`config.mk`:
```
export PLATFORM = sky130hd
export DESIGN_NAME = cipher_round_top
export DESIGN_NICKNAME = d
export VERILOG_FILES = /design/src/design/cipher_pkg.sv /design/src/design/round_if.sv /design/src/design/state_loader.sv /design/src/design/round_datapath.sv /design/src/design/round_ctrl.sv /design/src/design/state_unloader.sv /design/src/design/cipher_round_top.sv
export SDC_FILE = /design/constraint.sdc
export NUM_CORES = 1
export LEC_CHECK = 0
export ABC_CLOCK_PERIOD_IN_PS = 2550
export CAP_MARGIN = 20
export CORE_MARGIN = 3
export CORE_UTILIZATION = 45
export DETAILED_ROUTE_END_ITERATION = 10
export DONT_BUFFER_PORTS = 1
export SLEW_MARGIN = 20
export SYNTH_ARGS = -nofsm -noshare
export SYNTH_HDL_FRONTEND = slang
export SYNTH_SLANG_ARGS = --single-unit
```
`constraint.sdc`:
```
create_clock -name clk -period 2.55 [get_ports clk]
set_input_delay 0.255 -clock clk [delete_from_list [all_inputs] [get_ports clk]]
set_output_delay 0.255 -clock clk [all_outputs]
set_load 0.005 [all_outputs]
```
`src/design/cipher_pkg.sv`:
```
// ~~~~~~~~~~~~~~~~~~~~~~~~~~~~~~
// Shared types and helpers for the cipher round engine.
// Holds the block geometry, the 128-bit state union and
// the GF(2^8) multipliers used by MixColumns.
// ~~~~~~~~~~~~~~~~~~~~~~~~~~~~~~
`default_nettype none

package cipher_pkg;

    localparam int N_BYTES = 16;                    // Bytes per block.
    localparam int N_WORDS = 4;                     // Host words per block.
    localparam int N_ROWS  = 4;                     // Rows of the AES state.

    typedef logic [31:0] word_t;

    // Byte 4c+r is row r, column c; word w holds bytes 4w..4w+3.
    typedef union packed {
        logic [N_BYTES-1:0][7:0] bytes;
        word_t [N_WORDS-1:0]     words;
    } state_t;

    // Multiply by 2 modulo x^8 + x^4 + x^3 + x + 1.
    function automatic logic [7:0] xtime(input logic [7:0] b);
        return {b[6:0], 1'b0} ^ (b[7] ? 8'h1b : 8'h00);
    endfunction

    function automatic logic [7:0] gf_mul3(input logic [7:0] b);
        return xtime(b) ^ b;                        // 3b = 2b + b.
    endfunction

endpackage

`default_nettype wire

```
`src/design/round_if.sv`:
```
// ~~~~~~~~~~~~~~~~~~~~~~~~~~~~~~
// One round's operands and result between the round
// controller and the combinational round datapath.
// ~~~~~~~~~~~~~~~~~~~~~~~~~~~~~~
`default_nettype none

interface round_if;

    cipher_pkg::state_t state_in;                   // State entering the round.
    cipher_pkg::state_t round_key;                  // Key for AddRoundKey.
    logic               final_round;                // High to skip MixColumns.
    cipher_pkg::state_t state_out;                  // State after the round.

    modport ctrl (
        output state_in,
        output round_key,
        output final_round,
        input  state_out
    );

    modport unit (
        input  state_in,
        input  round_key,
        input  final_round,
        output state_out
    );

endinterface

`default_nettype wire

```
`src/design/state_loader.sv`:
```
// ~~~~~~~~~~~~~~~~~~~~~~~~~~~~~~
// Collects four 32-bit host words into a 16-byte block.
// Each word_valid stores one word; after the fourth the
// block is published and block_full pulses for one cycle.
// ~~~~~~~~~~~~~~~~~~~~~~~~~~~~~~
`default_nettype none

module state_loader (
    input  logic               clk,
    input  logic               resetn,
    input  cipher_pkg::word_t  word,
    input  logic               word_valid,
    output cipher_pkg::state_t block,
    output logic               block_full
);

    localparam int IDX_W = $clog2(cipher_pkg::N_WORDS);

    cipher_pkg::state_t work;                       // Block under assembly.
    logic [IDX_W-1:0]   count;                      // Next word slot.
    logic               complete;                   // Fourth word just stored.

    always_ff @(posedge clk or negedge resetn)
    begin
        if (!resetn)
        begin
            work     <= '0;
            count    <= '0;
            complete <= 1'b0;
        end
        else
        begin
            complete <= 1'b0;
            if (word_valid)
            begin
                work.words[count] <= word;
                count             <= count + 1'b1;  // Wraps after the last slot.
                complete          <= (count == IDX_W'(cipher_pkg::N_WORDS - 1));
            end
        end
    end

    // Publish one cycle after the last word lands in work.
    always_ff @(posedge clk or negedge resetn)
    begin
        if (!resetn)
        begin
            block      <= '0;
            block_full <= 1'b0;
        end
        else
        begin
            block_full <= complete;
            if (complete)
                block <= work;
        end
    end

    a_full_single: assert property (@(posedge clk) disable iff (!resetn)
        block_full |=> !block_full);

endmodule

`default_nettype wire

```
`src/design/round_datapath.sv`:
```
// ~~~~~~~~~~~~~~~~~~~~~~~~~~~~~~
// Combinational AES linear layer for one round.
// Applies ShiftRows, MixColumns unless final_round is set,
// then AddRoundKey with the supplied round key.
// ~~~~~~~~~~~~~~~~~~~~~~~~~~~~~~
`default_nettype none

module round_datapath (
    round_if.unit bus
);

    localparam int N_COLS = cipher_pkg::N_BYTES / cipher_pkg::N_ROWS;

    cipher_pkg::state_t shifted;                    // After ShiftRows.
    cipher_pkg::state_t mixed;                      // After optional MixColumns.

    // Row r moves left by r columns.
    always_comb
    begin
        shifted = '0;
        for (int c = 0; c < N_COLS; c++)
        begin
            for (int r = 0; r < cipher_pkg::N_ROWS; r++)
            begin
                shifted.bytes[cipher_pkg::N_ROWS*c + r] =
                    bus.state_in.bytes[cipher_pkg::N_ROWS*((c + r) % N_COLS) + r];
            end
        end
    end

    // Each output byte is 2*a(r) + 3*a(r+1) + a(r+2) + a(r+3) within its column.
    always_comb
    begin
        mixed = shifted;
        if (!bus.final_round)
        begin
            for (int c = 0; c < N_COLS; c++)
            begin
                for (int r = 0; r < cipher_pkg::N_ROWS; r++)
                begin
                    mixed.bytes[cipher_pkg::N_ROWS*c + r] =
                        cipher_pkg::xtime(
                            shifted.bytes[cipher_pkg::N_ROWS*c + r]) ^
                        cipher_pkg::gf_mul3(
                            shifted.bytes[cipher_pkg::N_ROWS*c + (r + 1) % cipher_pkg::N_ROWS]) ^
                        shifted.bytes[cipher_pkg::N_ROWS*c + (r + 2) % cipher_pkg::N_ROWS] ^
                        shifted.bytes[cipher_pkg::N_ROWS*c + (r + 3) % cipher_pkg::N_ROWS];
                end
            end
        end
    end

    always_comb
    begin
        bus.state_out = mixed ^ bus.round_key;      // AddRoundKey.
    end

endmodule

`default_nettype wire

```
`src/design/round_ctrl.sv`:
```
// ~~~~~~~~~~~~~~~~~~~~~~~~~~~~~~
// Round sequencer. Captures a data and key block when idle,
// runs ROUNDS single-cycle rounds through the datapath,
// starts the unloader and stays busy until output is done.
// ~~~~~~~~~~~~~~~~~~~~~~~~~~~~~~
`default_nettype none

module round_ctrl #(
    parameter int ROUNDS = 2
) (
    input  logic               clk,
    input  logic               resetn,
    input  cipher_pkg::state_t data_block,
    input  cipher_pkg::state_t key_block,
    input  logic               data_full,
    round_if.ctrl              bus,
    output cipher_pkg::state_t result,
    output logic               unload_start,
    output logic               busy
);

    localparam int CNT_MAX = (ROUNDS > cipher_pkg::N_WORDS) ? ROUNDS : cipher_pkg::N_WORDS;
    localparam int CNT_W   = $clog2(CNT_MAX + 1);

    localparam logic [1:0] ST_IDLE  = 2'd0;
    localparam logic [1:0] ST_ROUND = 2'd1;
    localparam logic [1:0] ST_DRAIN = 2'd2;

    logic [1:0]         state;
    logic [CNT_W-1:0]   cnt;                        // Round index, then drain count.
    cipher_pkg::state_t work_state;
    cipher_pkg::state_t work_key;                   // Held so a late key write is harmless.
    logic               last_round;

    assign last_round      = (cnt == CNT_W'(ROUNDS - 1));
    assign bus.state_in    = work_state;
    assign bus.round_key   = work_key;
    assign bus.final_round = (state == ST_ROUND) && last_round;
    assign result          = work_state;            // Stable through drain.
    assign busy            = (state != ST_IDLE);

    always_ff @(posedge clk or negedge resetn)
    begin
        if (!resetn)
        begin
            state        <= ST_IDLE;
            cnt          <= '0;
            work_state   <= '0;
            work_key     <= '0;
            unload_start <= 1'b0;
        end
        else
        begin
            unload_start <= 1'b0;
            case (state)
                ST_IDLE:
                begin
                    if (data_full)
                    begin
                        work_state <= data_block;
                        work_key   <= key_block;
                        cnt        <= '0;
                        state      <= ST_ROUND;
                    end
                end
                ST_ROUND:
                begin
                    work_state <= bus.state_out;
                    if (last_round)
                    begin
                        cnt          <= '0;
                        unload_start <= 1'b1;
                        state        <= ST_DRAIN;
                    end
                    else
                        cnt <= cnt + 1'b1;
                end
                ST_DRAIN:
                begin
                    // Covers the start cycle plus four output words.
                    if (cnt == CNT_W'(cipher_pkg::N_WORDS))
                    begin
                        cnt   <= '0;
                        state <= ST_IDLE;
                    end
                    else
                        cnt <= cnt + 1'b1;
                end
                default: state <= ST_IDLE;
            endcase
        end
    end

    // Start comes from the round state after exactly ROUNDS round cycles.
    a_start_from_round: assert property (@(posedge clk) disable iff (!resetn)
        unload_start |-> $past(state) == ST_ROUND && $past(state, ROUNDS + 1) == ST_IDLE);

endmodule

`default_nettype wire

```
`src/design/state_unloader.sv`:
```
// ~~~~~~~~~~~~~~~~~~~~~~~~~~~~~~
// Returns a 16-byte result to the host as four 32-bit
// words on consecutive cycles, word 0 first.
// ~~~~~~~~~~~~~~~~~~~~~~~~~~~~~~
`default_nettype none

module state_unloader (
    input  logic               clk,
    input  logic               resetn,
    input  cipher_pkg::state_t result,
    input  logic               start,
    output cipher_pkg::word_t  out_word,
    output logic               out_valid
);

    localparam int IDX_W = $clog2(cipher_pkg::N_WORDS);

    cipher_pkg::state_t hold;                       // Latched result.
    logic [IDX_W-1:0]   idx;                        // Word being presented.
    logic               active;

    assign out_word  = hold.words[idx];
    assign out_valid = active;

    always_ff @(posedge clk or negedge resetn)
    begin
        if (!resetn)
        begin
            hold   <= '0;
            idx    <= '0;
            active <= 1'b0;
        end
        else if (start)
        begin
            hold   <= result;
            idx    <= '0;
            active <= 1'b1;
        end
        else if (active)
        begin
            idx <= idx + 1'b1;
            if (idx == IDX_W'(cipher_pkg::N_WORDS - 1))
                active <= 1'b0;                     // Last word leaves this cycle.
        end
    end

    // The controller must not restart a transfer in progress.
    a_no_restart: assert property (@(posedge clk) disable iff (!resetn)
        start |-> !active);

endmodule

`default_nettype wire

```
`src/design/cipher_round_top.sv`:
```
// ~~~~~~~~~~~~~~~~~~~~~~~~~~~~~~
// Top level of the cipher round engine.
// Host writes data and key words together on data_valid;
// results return on out_word/out_valid, busy blocks new input.
// ~~~~~~~~~~~~~~~~~~~~~~~~~~~~~~
`default_nettype none

module cipher_round_top #(
    parameter int ROUNDS = 2
) (
    input  logic              clk,
    input  logic              resetn,
    input  cipher_pkg::word_t data_word,
    input  cipher_pkg::word_t key_word,
    input  logic              data_valid,
    output cipher_pkg::word_t out_word,
    output logic              out_valid,
    output logic              busy
);

    cipher_pkg::state_t data_block;
    cipher_pkg::state_t key_block;
    cipher_pkg::state_t result;
    logic               data_full;
    logic               unload_start;

    round_if u_round_if ();

    state_loader u_data_loader (
        .clk        (clk),
        .resetn     (resetn),
        .word       (data_word),
        .word_valid (data_valid),
        .block      (data_block),
        .block_full (data_full)
    );

    // Fills in step with the data loader, so its full pulse is not needed.
    state_loader u_key_loader (
        .clk        (clk),
        .resetn     (resetn),
        .word       (key_word),
        .word_valid (data_valid),
        .block      (key_block),
        .block_full ()
    );

    round_datapath u_round_datapath (
        .bus (u_round_if.unit)
    );

    round_ctrl #(
        .ROUNDS (ROUNDS)
    ) u_round_ctrl (
        .clk          (clk),
        .resetn       (resetn),
        .data_block   (data_block),
        .key_block    (key_block),
        .data_full    (data_full),
        .bus          (u_round_if.ctrl),
        .result       (result),
        .unload_start (unload_start),
        .busy         (busy)
    );

    state_unloader u_state_unloader (
        .clk       (clk),
        .resetn    (resetn),
        .result    (result),
        .start     (unload_start),
        .out_word  (out_word),
        .out_valid (out_valid)
    );

endmodule

`default_nettype wire

```
-- Yosys cells after proc, flatten, opt, wreduce, memory -nomap -nowiden
Cells that the tools add are included.
- memories: 0
- latch bits: 0
- bits of input ports: 67
- logic and storage cells: 173
- bits in read-only memories: 0
- memory bits (writable): 0
- output and inout port bits: 34
- register bits: 912
- div/mod/pow operators: 0
- order comparisons: 5
- bitwise logic cells: 81
- add/sub/neg operators: 4
- reduce and logical (&&, ||, !) cells: 12
- shifts and indexed selects: 0
- mux-type cells: 44
- multipliers: 0
- eq/ne operators: 10
- operators by type and width (operator ; number):
    bitwise XOR 8 bit ; 80
    bitwise mux 128 bit ; 2
    2-to-1 mux 128 bit ; 2
    one-hot mux 128 bit (2 select lines) ; 1
    demux 32 bit (select 2 bit) ; 2
    bitwise XOR 128 bit ; 1
    2-to-1 mux 32 bit ; 3
    2-to-1 mux 5 bit ; 16
    binary-select mux 32 bit (select 2 bit) ; 1
    2-to-1 mux 2 bit ; 5
    less-than comparator 2 x 3 -> 1 bit, second input constant ; 3
    2-to-1 mux 3 bit ; 3
    one-hot mux 3 bit (3 select lines) ; 1
    == test 2 bit, second input constant ; 4
    2-to-1 mux 1 bit ; 7
    adder 2 x 1 -> 2 bit, second input constant ; 3
    one-hot mux 2 bit (3 select lines) ; 1
    AND reduction 2 bit ; 3
    nonzero test 2 bit ; 3
    greater-or-equal comparator 2 x 1 -> 1 bit, second input constant ; 2
    != test 2 x 1 -> 1 bit, second input constant ; 2
    adder 3 x 1 -> 3 bit, second input constant ; 1
    == test 3 x 1 -> 1 bit, second input constant ; 1
    == test 3 bit, second input constant ; 1
    6 further kinds ; 8

-- Longest topological paths before layout
- word-level depth: 9
- depth in mapped cells: 11
- gate-level depth less buffers: 9

-- Cells and area by module
From an unflattened synthesis, not the netlist that was laid out.
- cell total of the unflattened synthesis: 3152
- area, all modules: 45676.3 µm²
- modules (own cells, without submodules) (module ; area an instance (µm²) ; seq. area each (µm²) ; instances ; cells an instance):
    state_loader ; 10177.3 ; 6506.2 ; 2 ; 557
    round_ctrl ; 11942.7 ; 6556.3 ; 1 ; 994
    round_datapath ; 7649.8 ; 0.0 ; 1 ; 723
    state_unloader ; 5729.2 ; 3278.1 ; 1 ; 321

-- Worst setup path after synthesis
Ideal clock, no wire load.
- kind: register to register
- from: register u_round_ctrl.state[0]
- to: register u_round_ctrl.work_state, in the netlist u_round_ctrl.bus.state_in[37]
- data required time: 2.423 ns
- data arrival time: 1.866 ns
- path slack: 0.557 ns
- cell stages (with the launch flop): 9
- buffers on the path: 3
- clock period less this slack: 1.993 ns
- library setup time: 0.127 ns
- path through: dfrtp_1 -> inv_1 -> ha_1 -> mux2i_1 -> clkbuf_1 -> buf_2 -> clkbuf_1 -> nor4_1 -> nand3b_1
- word-level cells in the longest chain between the ends: 5
- elaborated cells between the ends (all ways): 9
- classes of those cells: eq/ne: 2; mux: 2; bitwise: 1; reduce/logical: 4
- ends and longest elaborated chain (element ; RTL line ; text):
    start, declared ; round_ctrl.sv:29 ; logic [1:0] state;
    start signal, assigned ; round_ctrl.sv:46 ; state <= ST_IDLE;
    start signal, assigned ; round_ctrl.sv:63 ; state <= ST_ROUND;
    start signal, assigned ; round_ctrl.sv:73 ; state <= ST_DRAIN;
    == test 2 x 1 -> 1 bit ; round_ctrl.sv:38, round_ctrl.sv:55 ;
    logical AND 1 bit ; round_ctrl.sv:38 ; assign bus.final_round = (state == ST_ROUND) && last_round;
    2-to-1 mux 128 bit ; round_datapath.sv:35 ; if (!bus.final_round)
    bitwise XOR 128 bit ; round_datapath.sv:55 ; bus.state_out = mixed ^ bus.round_key;
    one-hot mux 128 bit (2 select lines) ; round_ctrl.sv:55 ; case (state)
    end signal, assigned ; round_ctrl.sv:60 ; work_state <= data_block;
    end signal, assigned ; round_ctrl.sv:68 ; work_state <= bus.state_out;
    end, declared ; round_ctrl.sv:31 ; cipher_pkg::state_t work_state;
Parallel ways exist; a longest one is shown, timed or not.
A chain may end at the register's enable or synchronous reset.

-- Worst setup path in the final report
- from: register u_round_ctrl.work_state, in the netlist u_round_ctrl.bus.state_in[87]
- to: register u_round_ctrl.work_state, in the netlist u_round_ctrl.bus.state_in[19]
- word-level cells in the longest chain between the ends: 8
- ends and longest elaborated chain (element ; RTL line ; text):
    2-to-1 mux 5 bit ; cipher_pkg.sv:24 ; return {b[6:0], 1'b0} ^ (b[7] ? 8'h1b : 8'h00);
    bitwise XOR 8 bit ; cipher_pkg.sv:24 ;
    bitwise XOR 8 bit ; round_datapath.sv:43 ; shifted.bytes[cipher_pkg::N_ROWS*c + r]) ^
    bitwise XOR 8 bit ; round_datapath.sv:45 ; shifted.bytes[cipher_pkg::N_ROWS*c + (r + 1) % cipher_pkg::N_ROWS]) ^
    bitwise XOR 8 bit ; round_datapath.sv:46 ; shifted.bytes[cipher_pkg::N_ROWS*c + (r + 2) % cipher_pkg::N_ROWS] ^
    2-to-1 mux 128 bit ; round_datapath.sv:35 ;
    bitwise XOR 128 bit ; round_datapath.sv:55 ;
    one-hot mux 128 bit (2 select lines) ; round_ctrl.sv:55 ;
Every way passes these cells.

==> reports/qor.txt <==
row cnt: 114
status: complete, but fails checks
largest net degree at the start of global routing: 913
Post-synth EDFFs: 0
first-pass GRT wire length: 194000 µm
Global Route met2 Usage: 39.2%
grt met1 use: 37.3%
total wire length: 132000 µm
critical path launch point type: flop
initial antenna violation count: 24
Slew Viols, Final: 0
die footprint: 0.102 mm²
post-synthesis sequential area ratio: 51.4%
Largest stage delay, worst path: 0.59 ns
number of buffers added on ports: 0
Clock Pin Slew Worst Setup and Hold Paths: 0.06 ns
Gate Count Post-Synth: 3214
IO Pins: 101
max frequency: 408 MHz
Die H: 320 µm
root buf cell: clkbuf_16
hold-fix buffers at CTS: 65
CP Capture Type: flop
CTS tree: done
Final Instance Count excl. Fillers: 4594
Worst-Skew Late Latency: 0.69 ns
Final ANT Viol Nets: 0
Distinct cells, synth: 46
VDD IR max: 0.735 mV
Layout Skew: 0.0362 ns
pre-CTS WS: 0.106 ns
GR Util met3: 4.78%
Cell Pwr Density: 1640 mW/mm²
Syn Nets: 3297
unrepaired setup endpoints after global routing: false
Post-Syn Area per Cell: 13.8 µm²
Hold WS: -0.735 ns
htree depth: 3
multi-input logic area: 0.0203 mm²
gr usage total: 25.9%
Post-Syn Area: 0.0444 mm²
CP delay by family, top: XOR/XNOR gates
Pleak: 23.2 nW
FF/Latch Area: 0.0228 mm²
slowest stage cell, crit path: dfrtp_1
fin crit share: 96.2%
Yosys warning count: 0
Inst Count DP: 4336
setup_tns: 0 ns
clock sink count: 912
worst setup margin: 0.0963 ns
worst min-delay path class: in -> async
crit-path cells: xor2_1 > xnor3_1 > o21ai_0 > buf_4 > xnor2_1 > a21oi_1
Tightest Pin Transition: 1.17 ns
Starting Density: 45.6%
DR vias: 27078
DRT iter0 DRCs: 2420
CP Max Fanout: 6
GR peak layer: met2
Remaining Overflow, GRT: 0
Async SR Flop Fraction: 100%
Net count, final: 3314
critical path class: reg -> reg
Routed WL per cell: 28.7 µm
post-layout util: 51.7%
maxcap violations: 0
GPL Wtd Cong: 0.925
Max-slew headroom: 22.1%
Arr. time, crit path: 2.97 ns
post-CTS setup buffers: 0
cts bufs inserted: 99
CTS Buffer Depth: 3
#FFs+latches synth: 912
via-per-instance ratio: 5.89
Initial DRT Pass Iterations: 7
layout cell share with drive strength beyond 1: 34.9%
most common flop cell mapped by yosys: dfrtp_1
P&R area growth vs syn: 13.4%
DRC: 0
CP Data Required Time: 3.06 ns
dpl hpwl: 93200 µm
CORE AREA: 0.0973 mm²
violated checks: negative hold slack
Fin. Hold Viols: 190
fill count: 8124
Tmin final: 2.45 ns
vias in the first global route: 27491
Buf/Inv on CP: 1
Die Span X: 320 µm
final setup vio count: 0
state kept, by name, indices dropped and copies added, names as in the netlist:
register and count:
u_key_loader.count 2, u_round_ctrl.bus.round_key 128, u_key_loader.complete 1, u_key_loader.work 128, u_round_ctrl.cnt 3, u_round_ctrl.unload_start 1
u_data_loader.block_full 1, u_state_unloader.idx 2, u_state_unloader.hold 128, u_round_ctrl.bus.state_in 128, u_round_ctrl.state 2, u_data_loader.complete 1
u_data_loader.count 2, u_state_unloader.out_valid 1, u_key_loader.block 128, u_data_loader.block 128, u_data_loader.work 128
worst paths after layout:
path                                                           start                                   endpoint  slack [ns]  cells past startpoint
max                        u_round_ctrl.bus.state_in[87]$_DFFE_PN0P_  u_round_ctrl.bus.state_in[19]$_DFFE_PN0P_         0.1                      6
min                                                           resetn        u_key_loader.block[101]$_DFFE_PN0P_       -0.74                      0
max reg2reg                u_round_ctrl.bus.state_in[87]$_DFFE_PN0P_  u_round_ctrl.bus.state_in[19]$_DFFE_PN0P_         0.1                      6
min reg2reg                      u_data_loader.work[101]$_DFFE_PN0P_       u_data_loader.block[101]$_DFFE_PN0P_        0.49                      1
max in group asynchronous                                     resetn        u_data_loader.block[78]$_DFFE_PN0P_        0.57                      3
min in group clk                                          data_valid         u_data_loader.work[63]$_DFFE_PN0P_        0.10                      3
layout make-up:
cell class / instances / area share, %
flip-flops and latches: 912 / 45.4
clock inverters: 35 / 0.639
multi-input cells: 1995 / 40.3
well taps: 1276 / 3.17
diodes: 6 / 0.0298
repair buffers: 208 / 4.47
clock buffers: 147 / 5.84
inverters: 15 / 0.119
metrics by stage:
stage	instance area, µm²	power (mW)
2_1_floorplan	44400	54.2
3_3_place_gp	46300	66.2
3_5_place_dp	46300	67.2
4_1_cts	50200	81.9
5_1_grt	50300	86.3
6_report	50300	82.3
report_power, final:
group / leakage, nW / switching, mW / total [mW] / internal [mW]
clock: 1.61 / 6.02 / 14.3 / 8.30
sequential: 11.2 / 7.93 / 29.4 / 21.5
combinational: 10.4 / 17.4 / 38.5 / 21.1
total: 23.2 / 31.4 / 82.3 / 50.9
per-layer routing:
| layer | vias to the layer above | wire length (µm) |
|---|---|---|
| met5 | - | 40 |
| met4 | 6 | 5160 |
| met3 | 228 | 9880 |
| met2 | 1041 | 58700 |
| met1 | 14329 | 58200 |
| li1 | 11474 | - |
cell usage in the layout (no fill, tap or decap), drive strengths merged, types with 26 or more instances in the layout:
cell type | synthesis | layout
dlygate4sd3 | 0 | 65
nand3 | 61 | 61
mux2 | 769 | 769
nand2 | 98 | 98
and3 | 80 | 80
xnor3 | 117 | 117
xor3 | 26 | 26
buf | 125 | 143
a21oi | 57 | 57
mux2i | 114 | 114
o21ai | 121 | 121
xor2 | 132 | 132
a211o | 61 | 61
clkinv | 0 | 27
xnor2 | 105 | 105
mux4 | 32 | 32
dfrtp | 912 | 912
or3 | 94 | 94
clkbuf | 167 | 147
kinds of logic after synthesis:
group,count (synthesis),synth area share (%)
multiplexers,915,23.7
adder cells (fa/ha/maj),16,0.451
flip-flops,912,51.4
XOR/XNOR,380,12.5
AND/OR/NAND/NOR,426,5.26
AO/OA/AOI/OAI,258,3.65
buffers and inverters,307,2.98
cell usage after synthesis, types with 4 or more instances:
master / n / area [µm²]
or3_1: 94 / 588
nand3_1: 61 / 305
a21oi_1: 57 / 285
o21ai_0: 77 / 385
o21ai_2: 8 / 70.1
xor2_2: 16 / 260
buf_2: 75 / 375
nor2_1: 15 / 56.3
xnor2_1: 101 / 885
and3_1: 80 / 500
xor2_1: 112 / 981
nor3b_1: 11 / 82.6
ha_1: 16 / 200
o21ai_1: 36 / 180
a211o_1: 61 / 534
nor4_1: 19 / 119
clkbuf_2: 7 / 35.0
buf_1: 35 / 131
mux2_2: 769 / 8660
dfrtp_1: 912 / 22800
nand4_1: 19 / 119
clkbuf_1: 160 / 601
nand2_1: 98 / 368
nand3b_1: 19 / 143
mux2i_1: 114 / 1140
mux4_2: 32 / 721
xnor3_1: 116 / 2610
nor3_1: 6 / 30.0
inv_1: 14 / 52.6
xor2_4: 4 / 110
a221oi_1: 11 / 96.3
xor3_1: 26 / 618
buf_4: 12 / 90.1
timing repair:
item	in CTS	in global routing
endpoints found under the hold margin	1174	190
gates resized for setup	0	1
endpoints found under the setup margin	0	1
No activity file was read; power rests on OpenSTA's default activity.
